<file path="src/source/sdram_consts.svh">
// ************************************************************************
// Geometry, init slot and access phase constants of the SDRAM controller
// Included by the package and by any file that needs the raw numbers
// ************************************************************************
`ifndef SDRAM_CONSTS_SVH
`define SDRAM_CONSTS_SVH

// SDRAM geometry of 4 banks x 2048 rows x 256 columns of 32 bits
`define SDRAM_COL_W         8
`define SDRAM_ROW_W         11
`define SDRAM_BA_W          2
`define SDRAM_A_W           11
`define SDRAM_DQ_W          32
`define SDRAM_DQM_W         4
`define SDRAM_AP_BIT        10
`define HOST_ADDR_W         23

// Init counter slots
`define INIT_REF1_SLOT      8
`define INIT_REF2_SLOT      16
`define INIT_SMR_SLOT       24
`define INIT_DONE_SLOT      32

// Mode register fields
`define MR_CAS_LATENCY      3'd2
`define MR_BURST_LENGTH     3'b000
`define MR_BURST_TYPE       1'b0
`define MR_WRITE_BURST      1'b0

// Access phases counted from the idle cycle
`define PH_DRIVE_WDATA      1
`define PH_RW_CMD           3
`define PH_RELEASE_DQ       5
`define PH_CAPTURE          6
`define PH_ACK_LAST         7
`define ACCESS_LAST_PHASE   8

`endif

</file>
<file path="src/source/sdram_pkg.sv">
// ************************************************************************
// Shared types of the SDRAM controller: host request, address views,
// SDRAM command coding and the pin-level bus bundles
// ************************************************************************
`include "sdram_consts.svh"

package sdram_pkg;

    typedef enum logic [1:0] {
        size_8  = 2'd0,
        size_16 = 2'd1,
        size_32 = 2'd2
    } access_size_e;

    // Encoded as {CS_n, RAS_n, CAS_n, WE_n}
    typedef enum logic [3:0] {
        cmd_dis = 4'b1111,
        cmd_smr = 4'b0000,
        cmd_ref = 4'b0001,
        cmd_pre = 4'b0010,
        cmd_act = 4'b0011,
        cmd_wr  = 4'b0100,
        cmd_rd  = 4'b0101,
        cmd_nop = 4'b0111
    } sdram_cmd_e;

    typedef struct packed {
        logic [`SDRAM_BA_W-1:0]  bank;
        logic [`SDRAM_ROW_W-1:0] row;
        logic [`SDRAM_COL_W-1:0] col;
        logic [1:0]              ofs;
    } addr_fields_t;

    // Flat byte address, or the same bits split into SDRAM coordinates
    typedef union packed {
        logic [`HOST_ADDR_W-1:0] byte_addr;
        addr_fields_t            fields;
    } host_addr_u;

    typedef struct packed {
        logic                   rd;
        logic                   wr;
        logic                   rfsh;
        host_addr_u             addr;
        logic [`SDRAM_DQ_W-1:0] din;
        access_size_e           size;
    } host_req_t;

    typedef struct packed {
        sdram_cmd_e             cmd;
        logic [`SDRAM_BA_W-1:0] ba;
        logic [`SDRAM_A_W-1:0]  a;
    } sdram_bus_t;

    typedef struct packed {
        logic [`SDRAM_DQ_W-1:0]  dq;
        logic [`SDRAM_DQM_W-1:0] dqm;
        logic                    oe;
    } wr_lane_t;

endpackage

</file>
<file path="src/source/sdram_sequencer.sv">
// ************************************************************************
// Phase counter of the SDRAM controller. Runs the power-up sequence, then
// accepts one request per idle cycle and steps through its command slots
// ************************************************************************
`timescale 1ns/100ps
`include "sdram_consts.svh"

module sdram_sequencer
(
    input  logic                      CLK,
    input  logic                      RESET_n,
    input  sdram_pkg::host_req_t      req,
    output logic                      ready,
    output logic                      ack,
    output sdram_pkg::sdram_bus_t     next_bus,
    output sdram_pkg::host_addr_u     saved_addr,
    output sdram_pkg::access_size_e   saved_size,
    output logic                      drive_wdata,
    output logic                      release_dq,
    output logic                      assert_dqm,
    output logic                      capture_rdata
);

    localparam logic [6:0] st_init_pre  = 7'd0;
    localparam logic [6:0] st_init_ref1 = 7'(`INIT_REF1_SLOT);
    localparam logic [6:0] st_init_ref2 = 7'(`INIT_REF2_SLOT);
    localparam logic [6:0] st_init_smr  = 7'(`INIT_SMR_SLOT);
    localparam logic [6:0] st_idle      = 7'(`INIT_DONE_SLOT);
    localparam logic [6:0] st_wdata     = 7'(`INIT_DONE_SLOT + `PH_DRIVE_WDATA);
    localparam logic [6:0] st_rw        = 7'(`INIT_DONE_SLOT + `PH_RW_CMD);
    localparam logic [6:0] st_release   = 7'(`INIT_DONE_SLOT + `PH_RELEASE_DQ);
    localparam logic [6:0] st_capture   = 7'(`INIT_DONE_SLOT + `PH_CAPTURE);
    localparam logic [6:0] st_ack_last  = 7'(`INIT_DONE_SLOT + `PH_ACK_LAST);
    localparam logic [6:0] st_last      = 7'(`INIT_DONE_SLOT + `ACCESS_LAST_PHASE);

    logic [6:0] state;
    logic       start;
    logic       saved_rd;
    logic       saved_wr;

    assign start = (state == st_idle) && (req.rd || req.wr || req.rfsh);

    // Init slots count straight up into idle; accesses loop back to idle
    always_ff @(posedge CLK or negedge RESET_n)
    begin
        if (!RESET_n)
        begin
            state    <= st_init_pre;
            ready    <= 1'b0;
            ack      <= 1'b0;
            saved_rd <= 1'b0;
            saved_wr <= 1'b0;
        end
        else
        begin
            if (state == st_idle)
            begin
                ready <= 1'b1;
                if (start)
                    state <= state + 7'd1;
            end
            else if (state == st_last)
                state <= st_idle;
            else
                state <= state + 7'd1;

            if (start)
            begin
                ack      <= 1'b1;
                saved_rd <= req.rd;
                saved_wr <= req.wr;
            end
            else if (state == st_ack_last)
                ack <= 1'b0;
        end
    end

    always_ff @(posedge CLK)
    begin
        if (start)
        begin
            saved_addr <= req.addr;
            saved_size <= req.size;
        end
    end

    assign drive_wdata   = (state == st_wdata) && saved_wr;
    assign assert_dqm    = (state == st_rw) && saved_wr;
    assign release_dq    = (state == st_release);
    assign capture_rdata = (state == st_capture) && saved_rd;

    // Command for the pins in the following cycle
    always_comb
    begin
        next_bus.cmd = sdram_pkg::cmd_nop;
        next_bus.ba  = '0;
        next_bus.a   = '0;
        case (state)
            st_init_pre:
            begin
                // Precharge all banks
                next_bus.cmd               = sdram_pkg::cmd_pre;
                next_bus.a[`SDRAM_AP_BIT] = 1'b1;
            end
            st_init_ref1, st_init_ref2:
                next_bus.cmd = sdram_pkg::cmd_ref;
            st_init_smr:
            begin
                next_bus.cmd = sdram_pkg::cmd_smr;
                next_bus.a   = {1'b0, `MR_WRITE_BURST, 2'b00, `MR_CAS_LATENCY,
                                `MR_BURST_TYPE, `MR_BURST_LENGTH};
            end
            st_idle:
            begin
                if (req.rd || req.wr)
                begin
                    next_bus.cmd = sdram_pkg::cmd_act;
                    next_bus.ba  = req.addr.fields.bank;
                    next_bus.a   = req.addr.fields.row;
                end
                else if (req.rfsh)
                    next_bus.cmd = sdram_pkg::cmd_ref;
            end
            st_rw:
            begin
                if (saved_rd || saved_wr)
                begin
                    next_bus.cmd = saved_wr ? sdram_pkg::cmd_wr : sdram_pkg::cmd_rd;
                    next_bus.ba  = saved_addr.fields.bank;
                    next_bus.a   = `SDRAM_A_W'(saved_addr.fields.col);
                    // Auto-precharge closes the row after the access
                    next_bus.a[`SDRAM_AP_BIT] = 1'b1;
                end
            end
            default:
                next_bus.cmd = sdram_pkg::cmd_nop;
        endcase
    end

endmodule

</file>
<file path="src/source/sdram_lane_map.sv">
// ************************************************************************
// Byte-lane steering for the 32-bit DQ bus: replicates write data, forms
// the write DQM and right-aligns read data by the byte offset
// ************************************************************************
`timescale 1ns/100ps
`include "sdram_consts.svh"

module sdram_lane_map
(
    input  logic                      CLK,
    input  logic                      RESET_n,
    input  logic [`SDRAM_DQ_W-1:0]    din,
    input  sdram_pkg::host_addr_u     saved_addr,
    input  sdram_pkg::access_size_e   saved_size,
    input  logic                      drive_wdata,
    input  logic                      release_dq,
    input  logic                      assert_dqm,
    input  logic [`SDRAM_DQ_W-1:0]    dq_in,
    output sdram_pkg::wr_lane_t       next_lane,
    output logic [`SDRAM_DQ_W-1:0]    rdata_aligned
);

    logic [`SDRAM_DQ_W-1:0]  din_q;
    logic [`SDRAM_DQ_W-1:0]  wdata;
    logic [`SDRAM_DQM_W-1:0] lane_dqm;
    logic                    oe_hold;
    logic [1:0]              ofs;

    assign ofs = saved_addr.fields.ofs;

    // Output enable stays on from drive_wdata until release_dq
    always_ff @(posedge CLK or negedge RESET_n)
    begin
        if (!RESET_n)
            oe_hold <= 1'b0;
        else if (release_dq)
            oe_hold <= 1'b0;
        else if (drive_wdata)
            oe_hold <= 1'b1;
    end

    // Host data is sampled while the bus is free, frozen during a write
    always_ff @(posedge CLK)
    begin
        if (!drive_wdata && !oe_hold)
            din_q <= din;
    end

    always_comb
    begin
        case (saved_size)
            sdram_pkg::size_8:
            begin
                wdata    = {4{din_q[7:0]}};
                lane_dqm = ~(4'b0001 << ofs);
            end
            sdram_pkg::size_16:
            begin
                wdata    = {2{din_q[15:0]}};
                lane_dqm = ofs[1] ? 4'b0011 : 4'b1100;
            end
            default:
            begin
                wdata    = din_q;
                lane_dqm = 4'b0000;
            end
        endcase
    end

    assign next_lane.dq  = wdata;
    assign next_lane.dqm = assert_dqm ? lane_dqm : {`SDRAM_DQM_W{1'b1}};
    assign next_lane.oe  = drive_wdata || (oe_hold && !release_dq);

    // Zero fill from the top
    assign rdata_aligned = dq_in >> {ofs, 3'b000};

endmodule

</file>
<file path="src/source/sdram_pin_stage.sv">
// ************************************************************************
// Output register stage. Command, address, DQM and write lanes reach the
// SDRAM pins together, and read data is held here for the host
// ************************************************************************
`timescale 1ns/100ps
`include "sdram_consts.svh"

module sdram_pin_stage
(
    input  logic                       CLK,
    input  logic                       RESET_n,
    input  sdram_pkg::sdram_bus_t      next_bus,
    input  sdram_pkg::wr_lane_t        next_lane,
    input  logic                       capture_rdata,
    input  logic [`SDRAM_DQ_W-1:0]     rdata_aligned,
    output sdram_pkg::sdram_bus_t      bus,
    output logic [`SDRAM_DQM_W-1:0]    dqm,
    output logic [`SDRAM_DQ_W-1:0]     dq_out,
    output logic                       dq_oe,
    output logic [`SDRAM_DQ_W-1:0]     dout
);

    always_ff @(posedge CLK or negedge RESET_n)
    begin
        if (!RESET_n)
        begin
            bus.cmd <= sdram_pkg::cmd_nop;
            bus.ba  <= '0;
            bus.a   <= '0;
            dqm     <= {`SDRAM_DQM_W{1'b1}};
            dq_oe   <= 1'b0;
        end
        else
        begin
            bus   <= next_bus;
            dqm   <= next_lane.dqm;
            dq_oe <= next_lane.oe;
        end
    end

    always_ff @(posedge CLK)
    begin
        dq_out <= next_lane.dq;
        // Last read word stays until the next read
        if (capture_rdata)
            dout <= rdata_aligned;
    end

endmodule

</file>
<file path="src/source/sdram_ctrl.sv">
// ************************************************************************
// SDRAM controller top. Sequencer and lane map run side by side and the
// pin stage registers both onto the split DQ bus
// ************************************************************************
`timescale 1ns/100ps
`include "sdram_consts.svh"

module sdram_ctrl
(
    input  logic                       CLK,
    input  logic                       RESET_n,
    input  sdram_pkg::host_req_t       req,
    output logic                       ready,
    output logic                       ack,
    output logic [`SDRAM_DQ_W-1:0]     dout,
    output sdram_pkg::sdram_bus_t      bus,
    output logic [`SDRAM_DQM_W-1:0]    dqm,
    output logic [`SDRAM_DQ_W-1:0]     dq_out,
    output logic                       dq_oe,
    input  logic [`SDRAM_DQ_W-1:0]     dq_in
);

    sdram_pkg::sdram_bus_t    next_bus;
    sdram_pkg::wr_lane_t      next_lane;
    sdram_pkg::host_addr_u    saved_addr;
    sdram_pkg::access_size_e  saved_size;
    logic                     drive_wdata;
    logic                     release_dq;
    logic                     assert_dqm;
    logic                     capture_rdata;
    logic [`SDRAM_DQ_W-1:0]   rdata_aligned;

    sdram_sequencer u_sequencer
    (
        .CLK           (CLK),
        .RESET_n       (RESET_n),
        .req           (req),
        .ready         (ready),
        .ack           (ack),
        .next_bus      (next_bus),
        .saved_addr    (saved_addr),
        .saved_size    (saved_size),
        .drive_wdata   (drive_wdata),
        .release_dq    (release_dq),
        .assert_dqm    (assert_dqm),
        .capture_rdata (capture_rdata)
    );

    sdram_lane_map u_lane_map
    (
        .CLK           (CLK),
        .RESET_n       (RESET_n),
        .din           (req.din),
        .saved_addr    (saved_addr),
        .saved_size    (saved_size),
        .drive_wdata   (drive_wdata),
        .release_dq    (release_dq),
        .assert_dqm    (assert_dqm),
        .dq_in         (dq_in),
        .next_lane     (next_lane),
        .rdata_aligned (rdata_aligned)
    );

    sdram_pin_stage u_pin_stage
    (
        .CLK           (CLK),
        .RESET_n       (RESET_n),
        .next_bus      (next_bus),
        .next_lane     (next_lane),
        .capture_rdata (capture_rdata),
        .rdata_aligned (rdata_aligned),
        .bus           (bus),
        .dqm           (dqm),
        .dq_out        (dq_out),
        .dq_oe         (dq_oe),
        .dout          (dout)
    );

endmodule

</file>
<file path="config.mk">
export PLATFORM = sky130hd
export DESIGN_NAME = sdram_ctrl
export DESIGN_NICKNAME = d
export VERILOG_FILES = /design/src/source/sdram_pkg.sv /design/src/source/sdram_sequencer.sv /design/src/source/sdram_lane_map.sv /design/src/source/sdram_pin_stage.sv /design/src/source/sdram_ctrl.sv
export VERILOG_INCLUDE_DIRS = /design/src /design/src/source
export SDC_FILE = /design/constraint.sdc
export NUM_CORES = 1
export LEC_CHECK = 0
export CORE_MARGIN = 2
export CORE_UTILIZATION = 53
export CTS_BUF_LIST = sky130_fd_sc_hd__clkbuf_16
export DETAILED_ROUTE_END_ITERATION = 12
export DONT_BUFFER_PORTS = 1
export GPL_TIMING_DRIVEN = 1
export PLACE_DENSITY = 0.68
export RECOVER_POWER = 25
export SYNTH_ARGS = -nofsm -noshare
export SYNTH_HDL_FRONTEND = slang
export SYNTH_HIERARCHICAL = 1
export SYNTH_SLANG_ARGS = --single-unit
</file>
<file path="constraint.sdc">
create_clock -name CLK -period 5.19 [get_ports CLK]
set_input_delay 1.038 -clock CLK [delete_from_list [all_inputs] [get_ports CLK]]
set_output_delay 1.038 -clock CLK [all_outputs]
set_load 0.1 [all_outputs]
</file>
### Word-level counts from Yosys, hierarchy flattened

Cells that the tools add are included.

* $add $sub $neg: 1
* eq/ne operators: 12
* shifts and indexed selects: 2
* multiplexer cells: 20
* bitwise logic cells: 1
* reduce and logical (&&, ||, !) cells: 18

Operator list (number)
* one-hot mux 32 bit (2 select lines): 1
* == test 7 x 6 -> 1 bit, second input constant: 7
* >> shifter 32 x 5 -> 32 bit: 1
* one-hot mux 10 bit (3 select lines): 1
* 2-to-1 mux 7 bit: 3
* one-hot mux 4 bit (5 select lines): 1
* 2-to-1 mux 17 bit: 1
* == test 7 x 5 -> 1 bit, second input constant: 2
* 2-to-1 mux 13 bit: 1
* 2-to-1 mux 4 bit: 2
* one-hot mux 4 bit (2 select lines): 1
* adder 7 x 1 -> 7 bit, second input constant: 1
* == test 7 x 4 -> 1 bit, second input constant: 1
* zero test 7 bit: 1
* logical AND 1 bit: 6
* 2-to-1 mux 3 bit: 2
* 2-to-1 mux 1 bit: 5
* logical OR 1 bit: 4
* NOT 4 bit: 1
* one-hot mux 2 bit (2 select lines): 1
* nonzero test 2 bit: 2
* left shift 1 x 2 -> 4 bit, first input constant: 1
* zero test 1 bit: 3
* one-hot mux 1 bit (3 select lines): 1
* 4 further kinds: 4

* register bits after elaboration: 155
* bits of input ports: 94
* output and inout port bits: 88
* word-level logic and storage cells: 70

### Depth between registers and ports, before layout

Gate-level depths: netlist of run 1.

* depth in word-level cells: 5
* mapped depth: 7
* mapped depth without buffers: 6

### By module

Netlist of run 1, hierarchy kept.

By module, submodules not included
* sdram_pin_stage: times used 1, cells each 86, area each 2160.8 um^2, sequential area each 2160.8 um^2
* sdram_lane_map: times used 1, cells each 183, area each 2038.2 um^2, sequential area each 985.9 um^2
* sdram_sequencer: times used 1, cells each 120, area each 1647.8 um^2, sequential area each 1026.0 um^2

### Worst setup path before layout of run 1

No wires, ideal clock.

* path kind: register to register
* start point: register u_sequencer.state[5]
* end point: register u_lane_map.din_q[0] (enable)
* setup time: 423 ps
* arrival time: 2254 ps
* required time: 4767 ps
* setup slack: 2514 ps
* stages on the path, launching flop included: 5
* path buffers: 1
* clock period less this slack: 2676 ps
* path through: dfrtp_1 > buf_2 > nor2b_1 > and4_1 > nor2_1

* cells in the longest elaborated chain, start to end: 4

RTL lines
* start: declaration: line sdram_sequencer.sv:36 `logic [6:0] state;`
* start signal: assignment: line sdram_sequencer.sv:48 `state <= st_init_pre;`
* start signal: assignment: line sdram_sequencer.sv:60 `state <= state + 7'd1;`
* start signal: assignment: line sdram_sequencer.sv:63 `state <= st_idle;`
* == test 7 x 6 -> 1 bit: line sdram_sequencer.sv:87 `assign drive_wdata = (state == st_wdata) && saved_wr;`
* logical AND 1 bit: line sdram_sequencer.sv:87
* via drive_wdata: line sdram_ctrl.sv:27 `logic drive_wdata;`
* zero test 1 bit: line sdram_lane_map.sv:45 `if (!drive_wdata && !oe_hold)`
* logical AND 1 bit: line sdram_lane_map.sv:45
* end signal: assignment: line sdram_lane_map.sv:46 `din_q <= din;`
* end: declaration: line sdram_lane_map.sv:23 `` logic [`SDRAM_DQ_W-1:0] din_q; ``

The timed path passes the listed nets, and every way through them passes these cells.
A chain may end at the register's enable or synchronous reset.

### Worst setup path after layout of run 1

* start point: register u_pin_stage.dq_out[22]
* end point: output port dq_out[22]

RTL lines
* start: declaration: line sdram_pin_stage.sv:18 `` output logic [`SDRAM_DQ_W-1:0] dq_out, ``
* start signal: assignment: line sdram_pin_stage.sv:43 `dq_out <= next_lane.dq;`
* end: declaration: line sdram_ctrl.sv:18 `` output logic [`SDRAM_DQ_W-1:0] dq_out, ``

No word-level cell between the ends.

==> results of run 1 <==
layer usage:
layer | GRT usage | up-vias
li1 | - | 1358
met2 | 0.290 | 133
met4 | 0.0742 | 0
met3 | 0.0773 | 13
met1 | 0.216 | 1379
met5 | 0 | -
final cells by class:
type / instances / area, sq um
flip-flops and latches: 144 / 3840
repair buffers: 4 / 30.0
clock inverters: 14 / 164
multi-input cells: 200 / 1440
inverters: 5 / 18.8
well taps: 136 / 170
fillers: 774 / 4120
clock buffers: 18 / 450
where the power goes:
part	internal (uW)	switching, uW	total [uW]
Combinational	194	260	454
Sequential	1540	1230	2770
Clock	783	453	1240
per-stage QoR:
step | setup slack [ns] | hold WS [ns] | area, sq um | cells | utilization
CTS | 2.76 | 0.310 | 6110 | 521 | 0.597
floorplan | 2.51 | 0.422 | 5520 | 378 | -
finish | 2.77 | 0.323 | 6110 | 521 | 0.597
global placement | 2.86 | 0.403 | 5500 | 489 | 0.537
global route | 2.65 | 0.303 | 6110 | 521 | 0.597
detailed placement | 2.79 | 0.406 | 5500 | 489 | 0.537
state kept, by name, indices dropped and copies added, names as in the netlist:
name and count:
u_lane_map/din_q 32, u_pin_stage/dout 32, u_pin_stage/dq_out 32, u_pin_stage/bus 17, u_sequencer/saved_addr 12, u_sequencer/state 7, u_pin_stage/dqm 4, u_sequencer/saved_size 2
u_lane_map/oe_hold 1, u_pin_stage/dq_oe 1, u_sequencer/ack 1, u_sequencer/ready 1, u_sequencer/saved_rd 1, u_sequencer/saved_wr 1
worst paths after layout:
| path | from | endpoint |
|---|---|---|
| max in group asynchronous | RESET_n | u_pin_stage/dqm[1] |
| setup / recovery | u_pin_stage/dq_out[22] | dq_out[22] |
| hold / removal | RESET_n | u_pin_stage/dq_oe |
| min in group CLK | u_lane_map/din_q[7] | u_pin_stage/dq_out[7] |
| hold reg to reg | u_lane_map/din_q[7] | u_pin_stage/dq_out[7] |
| setup reg to reg | u_sequencer/state[0] | u_sequencer/saved_addr[1] |
==> results.md, run 1 <==
| Group | Item | Value |
|---|---|---|
| global route | Number of global-route vias before repair | 2,835 |
| drt | Met1 routed wirelength after detailed routing | 4000 um |
| die | Die width | 106 um |
| global route | Total routing resource utilization after global routing | 0.181 |
| critical path | Data required time at the worst endpoint | 4.15 ns |
| critical path | R2R depth | 5 |
| critical path | CP endpoint kind | output port |
| global route | Wire length of the first global-routing pass | 15,100 um |
| drt | Vias after detailed routing | 2,883 |
| job | Reported max-cap violation count | 0 |
| synth | Netlist Area Pre-Place | 5520 sq um |
| die | Die Area | 11,200 sq um |
| sta | Setup repair after global routing missed its margin | no |
| synth | Net count after synthesis | 476 |
| drt | Detail-routed via count per cell | 5.53 |
| placement | GP Congestion | 0.845 |
| power and ir drop | Max IR drop VDD | 530 uV |
| critical path | Kind of start point of the critical path | flop |
| global route | Remaining global-route overflow | 0 |
| die | Effective utilization at floorplan | 0.539 |
| die | Row cnt | 37 |
| sta | Normalized max-slew margin | 0.338 |
| critical path | Biggest fanout along the worst timing path | 1 |
| clock tree | TritonCTS Buffers | 17 |
| global route | Antenna violations before repair | 0 |
| drt | Number of DRC violations after detailed routing | 0 |
| clock tree | Count of hold-fix buffers inserted at cts | 0 |
| clock tree | Clk slew on worst S/H paths | 0.06 ns |
| finish | Number of antenna cells inserted | 0 |
| clock tree | CTS root buf | sky130_fd_sc_hd__clkbuf_16 |
| critical path | Path type of the worst setup path | flop to output port |
| sta | Clock skew | 0.0137 ns |
| worst hold path | Min-Delay Path Class | input port to async pin |
| sta | Final setup fails | 0 |
| power and ir drop | Post-route total power | 4460 uW |
| clock tree | Post-CTS setup repair buffer count | 0 |
| run status | Status | complete, no violations |
| synth | Post-Syn Area per Cell | 14.6 sq um |
| die | Top-Level Pins | 182 |
| clock tree | Maximum number of buffers from clock root to sink | 2 |
| clock tree | Sink Count | 144 |
| sta | Shortest period the worst path allows | 2.42 ns |
| drt | Uppermost routed layer | met4 |
| sta | Final Hold Fails | 0 |
| sta | Slew of the pin with the lowest slew margin | 0.991 ns |
| drt | First-pass iteration count of the detailed router | 4 |
| placement | Port Buffers | 0 |
| power and ir drop | Leakage power total | 0.00236 uW |
| drt | Met3 routed WL | 784 um |
| clock tree | Cells resized by post-CTS repair | 0 |
| finish | Share of layout cells above drive strength 1 | 0.166 |
| finish | Commonest cells after routing, fill and taps aside | 78 x sky130_fd_sc_hd__edfxtp_1, 32 x sky130_fd_sc_hd__dfxtp_1, 27 x sky130_fd_sc_hd__dfrtp_1, 24 x sky130_fd_sc_hd__mux2i_1 |
| sta | Final-layout setup total negative slack | 0 ns |
| critical path | Number of logic stages on the critical path including buffering | 0 |
| sta | Final Cycle Share | 0.467 |
| clock tree | TritonCTS clock tree | built |
| finish | Area delta synth->final | 10.8% |
| placement | Detailed Place HPWL | 6740 um |
| synth | Number of instances in the synthesized netlist | 378 |
| synth | Number of warning messages in the yosys log | 6 |
| sta | Max-slew violations | 0 |
| critical path | Reg-to-reg slack, setup | 2.78 ns |
| critical path | Data arrival time of the critical path | 1.38 ns |
| finish | Net total in the final layout | 470 |
| drt | Routed wire length on met2 | 5040 um |
| die | Die Span Y | 106 um |
| drt | Routed wire per std cell | 19.1 um |
| finish | Most common cell after layout, fill and taps aside | sky130_fd_sc_hd__edfxtp_1 |
| global route | Pin count of the biggest net entering global routing | 39 |
| sta | Fmax | 0.413 GHz |
| drt | Count of routing violations after the opening detailed-route iteration | 176 |
| power and ir drop | Pwr/cell area | 730 nW/um^2 |
| drt | Routed Wire Length | 9960 um |
| die | CORE AREA | 10,200 sq um |
| clock tree | Clock latency of the later-clocked register in the worst-skew pair | 0.41 ns |
| clock tree | CTS H-Tree Depth | 4 |
| drt | Remaining antenna violation count | 0 |
Power figures use the tool's default switching activity.
==> run 2: changes to the inputs <==
--- a/config.mk
+++ b/config.mk
@@ -12,7 +12,7 @@
 export DETAILED_ROUTE_END_ITERATION = 12
 export DONT_BUFFER_PORTS = 1
 export GPL_TIMING_DRIVEN = 1
-export PLACE_DENSITY = 0.68
+export PLACE_DENSITY = 0.71
 export RECOVER_POWER = 25
 export SYNTH_ARGS = -nofsm -noshare
 export SYNTH_HDL_FRONTEND = slang
==> constraint.sdc (replaced) <==
create_clock -name CLK -period 2.2 [get_ports CLK]
set_input_delay 0.44 -clock CLK [delete_from_list [all_inputs] [get_ports CLK]]
set_output_delay 0.44 -clock CLK [all_outputs]
set_load 0.1 [all_outputs]
==> run 2 against run 1 <==
  * Highest routed layer unchanged
  * Wire length up 6.7%
  * Largest cell class unchanged
  * First-iteration DRC count up 28%
  * Design area up 11%
  * Total power up 150%
==> results.md, run 2 (synthesis gave the netlist of run 1 again) <==
| Group | Item | Value | Delta |
|---|---|---|---|
| sta | Slew of the pin with the lowest slew margin | 0.891 ns | -0.100 ns |
| finish | Most common cell after layout, fill and taps aside | sky130_fd_sc_hd__buf_4 |  |
| sta | Final hold slack | 0.125 ns | -0.198 ns |
| critical path | CP endpoint kind | flop |  |
| drt | Vias after detailed routing | 3,280 | +14% |
| clock tree | Cells resized by post-CTS repair | 0 | unchanged |
| drt | Detail-routed via count per cell | 5.34 | -3.5% |
| sta | Clock skew | 0.00379 ns | -0.00987 ns |
| critical path | Cell-by-cell trace of the critical path | inv_1, ha_1, or3b_4, or3_4, clkinvlp_4 |  |
| placement | Detailed Place HPWL | 7450 um | +11% |
| finish | Commonest cells after routing, fill and taps aside | 91 x sky130_fd_sc_hd__buf_4, 78 x sky130_fd_sc_hd__edfxtp_1, 32 x sky130_fd_sc_hd__dfxtp_1, 27 x sky130_fd_sc_hd__dfrtp_1, 24 x sky130_fd_sc_hd__mux2i_1 |  |
| die | Top-Level Pins | 182 | unchanged |
| clock tree | Sink Count | 144 | unchanged |
| critical path | Data required time at the worst endpoint | 2.28 ns | -1.87 ns |
| finish | Registers with the most flip-flops | u_lane_map/din_q (32), u_pin_stage/dout (32), u_pin_stage/dq_out (32) |  |
| drt | Routed Wire Length | 10,600 um | +6.7% |
| critical path | Reg-to-reg critical path startpoint | u_sequencer/state[0] |  |
| worst hold path | Min-Delay Path Class | input port to flop |  |
| clock tree | TritonCTS clock tree | built |  |
| job | Reported max-cap violation count | 0 | unchanged |
| power and ir drop | Leakage power total | 0.00278 uW | +18% |
| power and ir drop | Max IR drop VDD | 1030 uV | +94% |
| die | CORE AREA | 10,200 sq um | unchanged |
| placement | Placed Cells incl. Taps | 578 | +18% |
| sta | Final Cycle Share | 0.951 |  |
| critical path | Path type of the worst setup path | flop to flop |  |
| worst hold path | Number of instances on the worst hold path | 0 |  |
| drt | Number of DRC violations after detailed routing | 0 | unchanged |
| drt | Remaining antenna violation count | 0 | unchanged |
| sta | Final setup fails | 0 | unchanged |
| global route | Number of global-route vias before repair | 3,164 | +12% |
| finish | Area delta synth->final | 23.3% |  |
| die | Die Span Y | 106 um | unchanged |
| sta | Normalized max-slew margin | 0.406 | +0.0679 |
| sta | Max-slew violations | 0 | unchanged |
| sta | Setup repair after global routing missed its margin | no |  |
| placement | Dpl cell area | 6200 sq um | +13% |
| finish | Summed area of non-filler cells in the final layout | 6800 sq um | +11% |
| drt | Routed wire per std cell | 17.3 um | -9.4% |
| critical path | R2R depth | 5 | unchanged |
| drt | First-pass iteration count of the detailed router | 4 | unchanged |
| critical path | Data arrival time of the critical path | 2.17 ns | +0.79 ns |
| power and ir drop | Pwr/cell area | 1620 nW/um^2 | +120% |
| drt | Count of routing violations after the opening detailed-route iteration | 226 | +28% |
| placement | Port Buffers | 0 | unchanged |
| clock tree | Count of hold-fix buffers inserted at cts | 2 | +2 |
| die | Die Area | 11,200 sq um | unchanged |
| global route | Remaining global-route overflow | 0 | unchanged |
| worst hold path | Hold path startpoint | req[18] |  |
| die | Row cnt | 37 | unchanged |
| worst hold path | Worst Hold Endpoint | u_lane_map/din_q[16] |  |
| placement | GP Congestion | 0.872 | +3.1% |
| die | Die width | 106 um | unchanged |
| finish | Final Util | 0.665 | +0.0673 |
| clock tree | Post-CTS setup repair buffer count | 0 | unchanged |
| sta | Shortest period the worst path allows | 2.09 ns |  |
| critical path | Reg-to-reg slack, setup | 0.11 ns | -2.67 ns |
| clock tree | CTS H-Tree Depth | 4 | unchanged |
| clock tree | Maximum number of buffers from clock root to sink | 2 | unchanged |
| die | Effective utilization at floorplan | 0.539 | unchanged |
| sta | Fmax | 0.478 GHz |  |
| run status | Status | complete, no violations |  |
| global route | Pin count of the biggest net entering global routing | 35 | -10% |
| finish | Share of layout cells above drive strength 1 | 0.332 | +0.166 |
| clock tree | Clock latency of the later-clocked register in the worst-skew pair | 0.41 ns | about the same |
| sta | Final-layout setup total negative slack | 0 ns | unchanged |
| global route | Total routing resource utilization after global routing | 0.194 | +0.0133 |
| critical path | Max stage delay cell, worst path | sky130_fd_sc_hd__dfrtp_1 |  |
| critical path | Critical register-to-register path endpoint | u_sequencer/saved_addr[21] |  |
| clock tree | Clk slew on worst S/H paths | 0.06 ns | about the same |
| finish | Non-filler instance count after layout | 614 | +18% |
| sta | Final Hold Fails | 0 | unchanged |
| finish | Net total in the final layout | 561 | +19% |
| critical path | Worst path max stage delay | 0.43 ns |  |
| global route | Wire length of the first global-routing pass | 16,300 um | +7.9% |
| critical path | Biggest fanout along the worst timing path | 15 | +14 |
| clock tree | CTS root buf | sky130_fd_sc_hd__clkbuf_16 |  |
| critical path | Kind of start point of the critical path | flop |  |
| clock tree | TritonCTS Buffers | 17 | unchanged |
| global route | Antenna violations before repair | 2 | +2 |
==> run 2: changes by cell type in the layout (fill, tap and decap cells not counted), sizes merged <==
cell         previous run  this run
clkinv                  4         5
clkinvlp                2         4
buf                     4        93
diode                   0         2
inv                    10         9
bufinv                  3         2
dlygate4sd3             0         1
==> run 2: how the worst max path moves through the flow <==
stage / start / slack, ns / to
floorplan: u_sequencer/state[5] / 0.07 / u_lane_map/din_q[0]
global placement: u_sequencer/state[0] / 0.16 / u_sequencer/saved_size[0]
detailed placement: u_sequencer/state[0] / 0.11 / u_sequencer/saved_size[1]
CTS: u_sequencer/state[0] / 0.09 / u_sequencer/saved_addr[4]
global route: u_sequencer/state[0] / 0.03 / u_sequencer/saved_addr[21]
finish: u_sequencer/state[0] / 0.11 / u_sequencer/saved_addr[21]
==> run 2: layout make-up <==
class	instances	area [sq um]
repair buffers	95	738
fillers	724	3430
clock inverters	15	159
inverters	5	22.5
clock buffers	17	425
multi-input cells	200	1440
diodes	2	5.00
flip-flops and latches	144	3840
well taps	136	170
==> run 2: metrics by stage <==
stage,setup slack [ns],power [uW]
floorplan,0.0671,7460
global placement,0.164,8190
detailed placement,0.107,8260
CTS,0.0918,11100
global route,0.0258,11400
finish,0.108,11000
==> run 2: worst max-delay path, delay by kind of cell (launching register included) <==
kind                     cells  cell delay [ns]
buffers and inverters        2             0.39
adder cells (fa/ha/maj)      1             0.16
flip-flops                   1             0.43
AND/OR/NAND/NOR              2             0.78
==> run 2: report_power, final <==
group | leakage (uW) | internal [uW] | switching, uW
Sequential | 0.00143 | 3630 | 481
Combinational | 0.00108 | 936 | 3170
Clock | 0.000278 | 1680 | 1090
Total | 0.00278 | 6250 | 4740
==> run 2: metal layers <==
| metal | vias up | wire length, um | GRT usage |
|---|---|---|---|
| li1 | 1538 | - | - |
| met1 | 1549 | 4110 | 0.220 |
| met2 | 172 | 5270 | 0.319 |
| met3 | 21 | 993 | 0.0773 |
| met4 | 0 | 252 | 0.0968 |
| met5 | - | 0 | 0 |
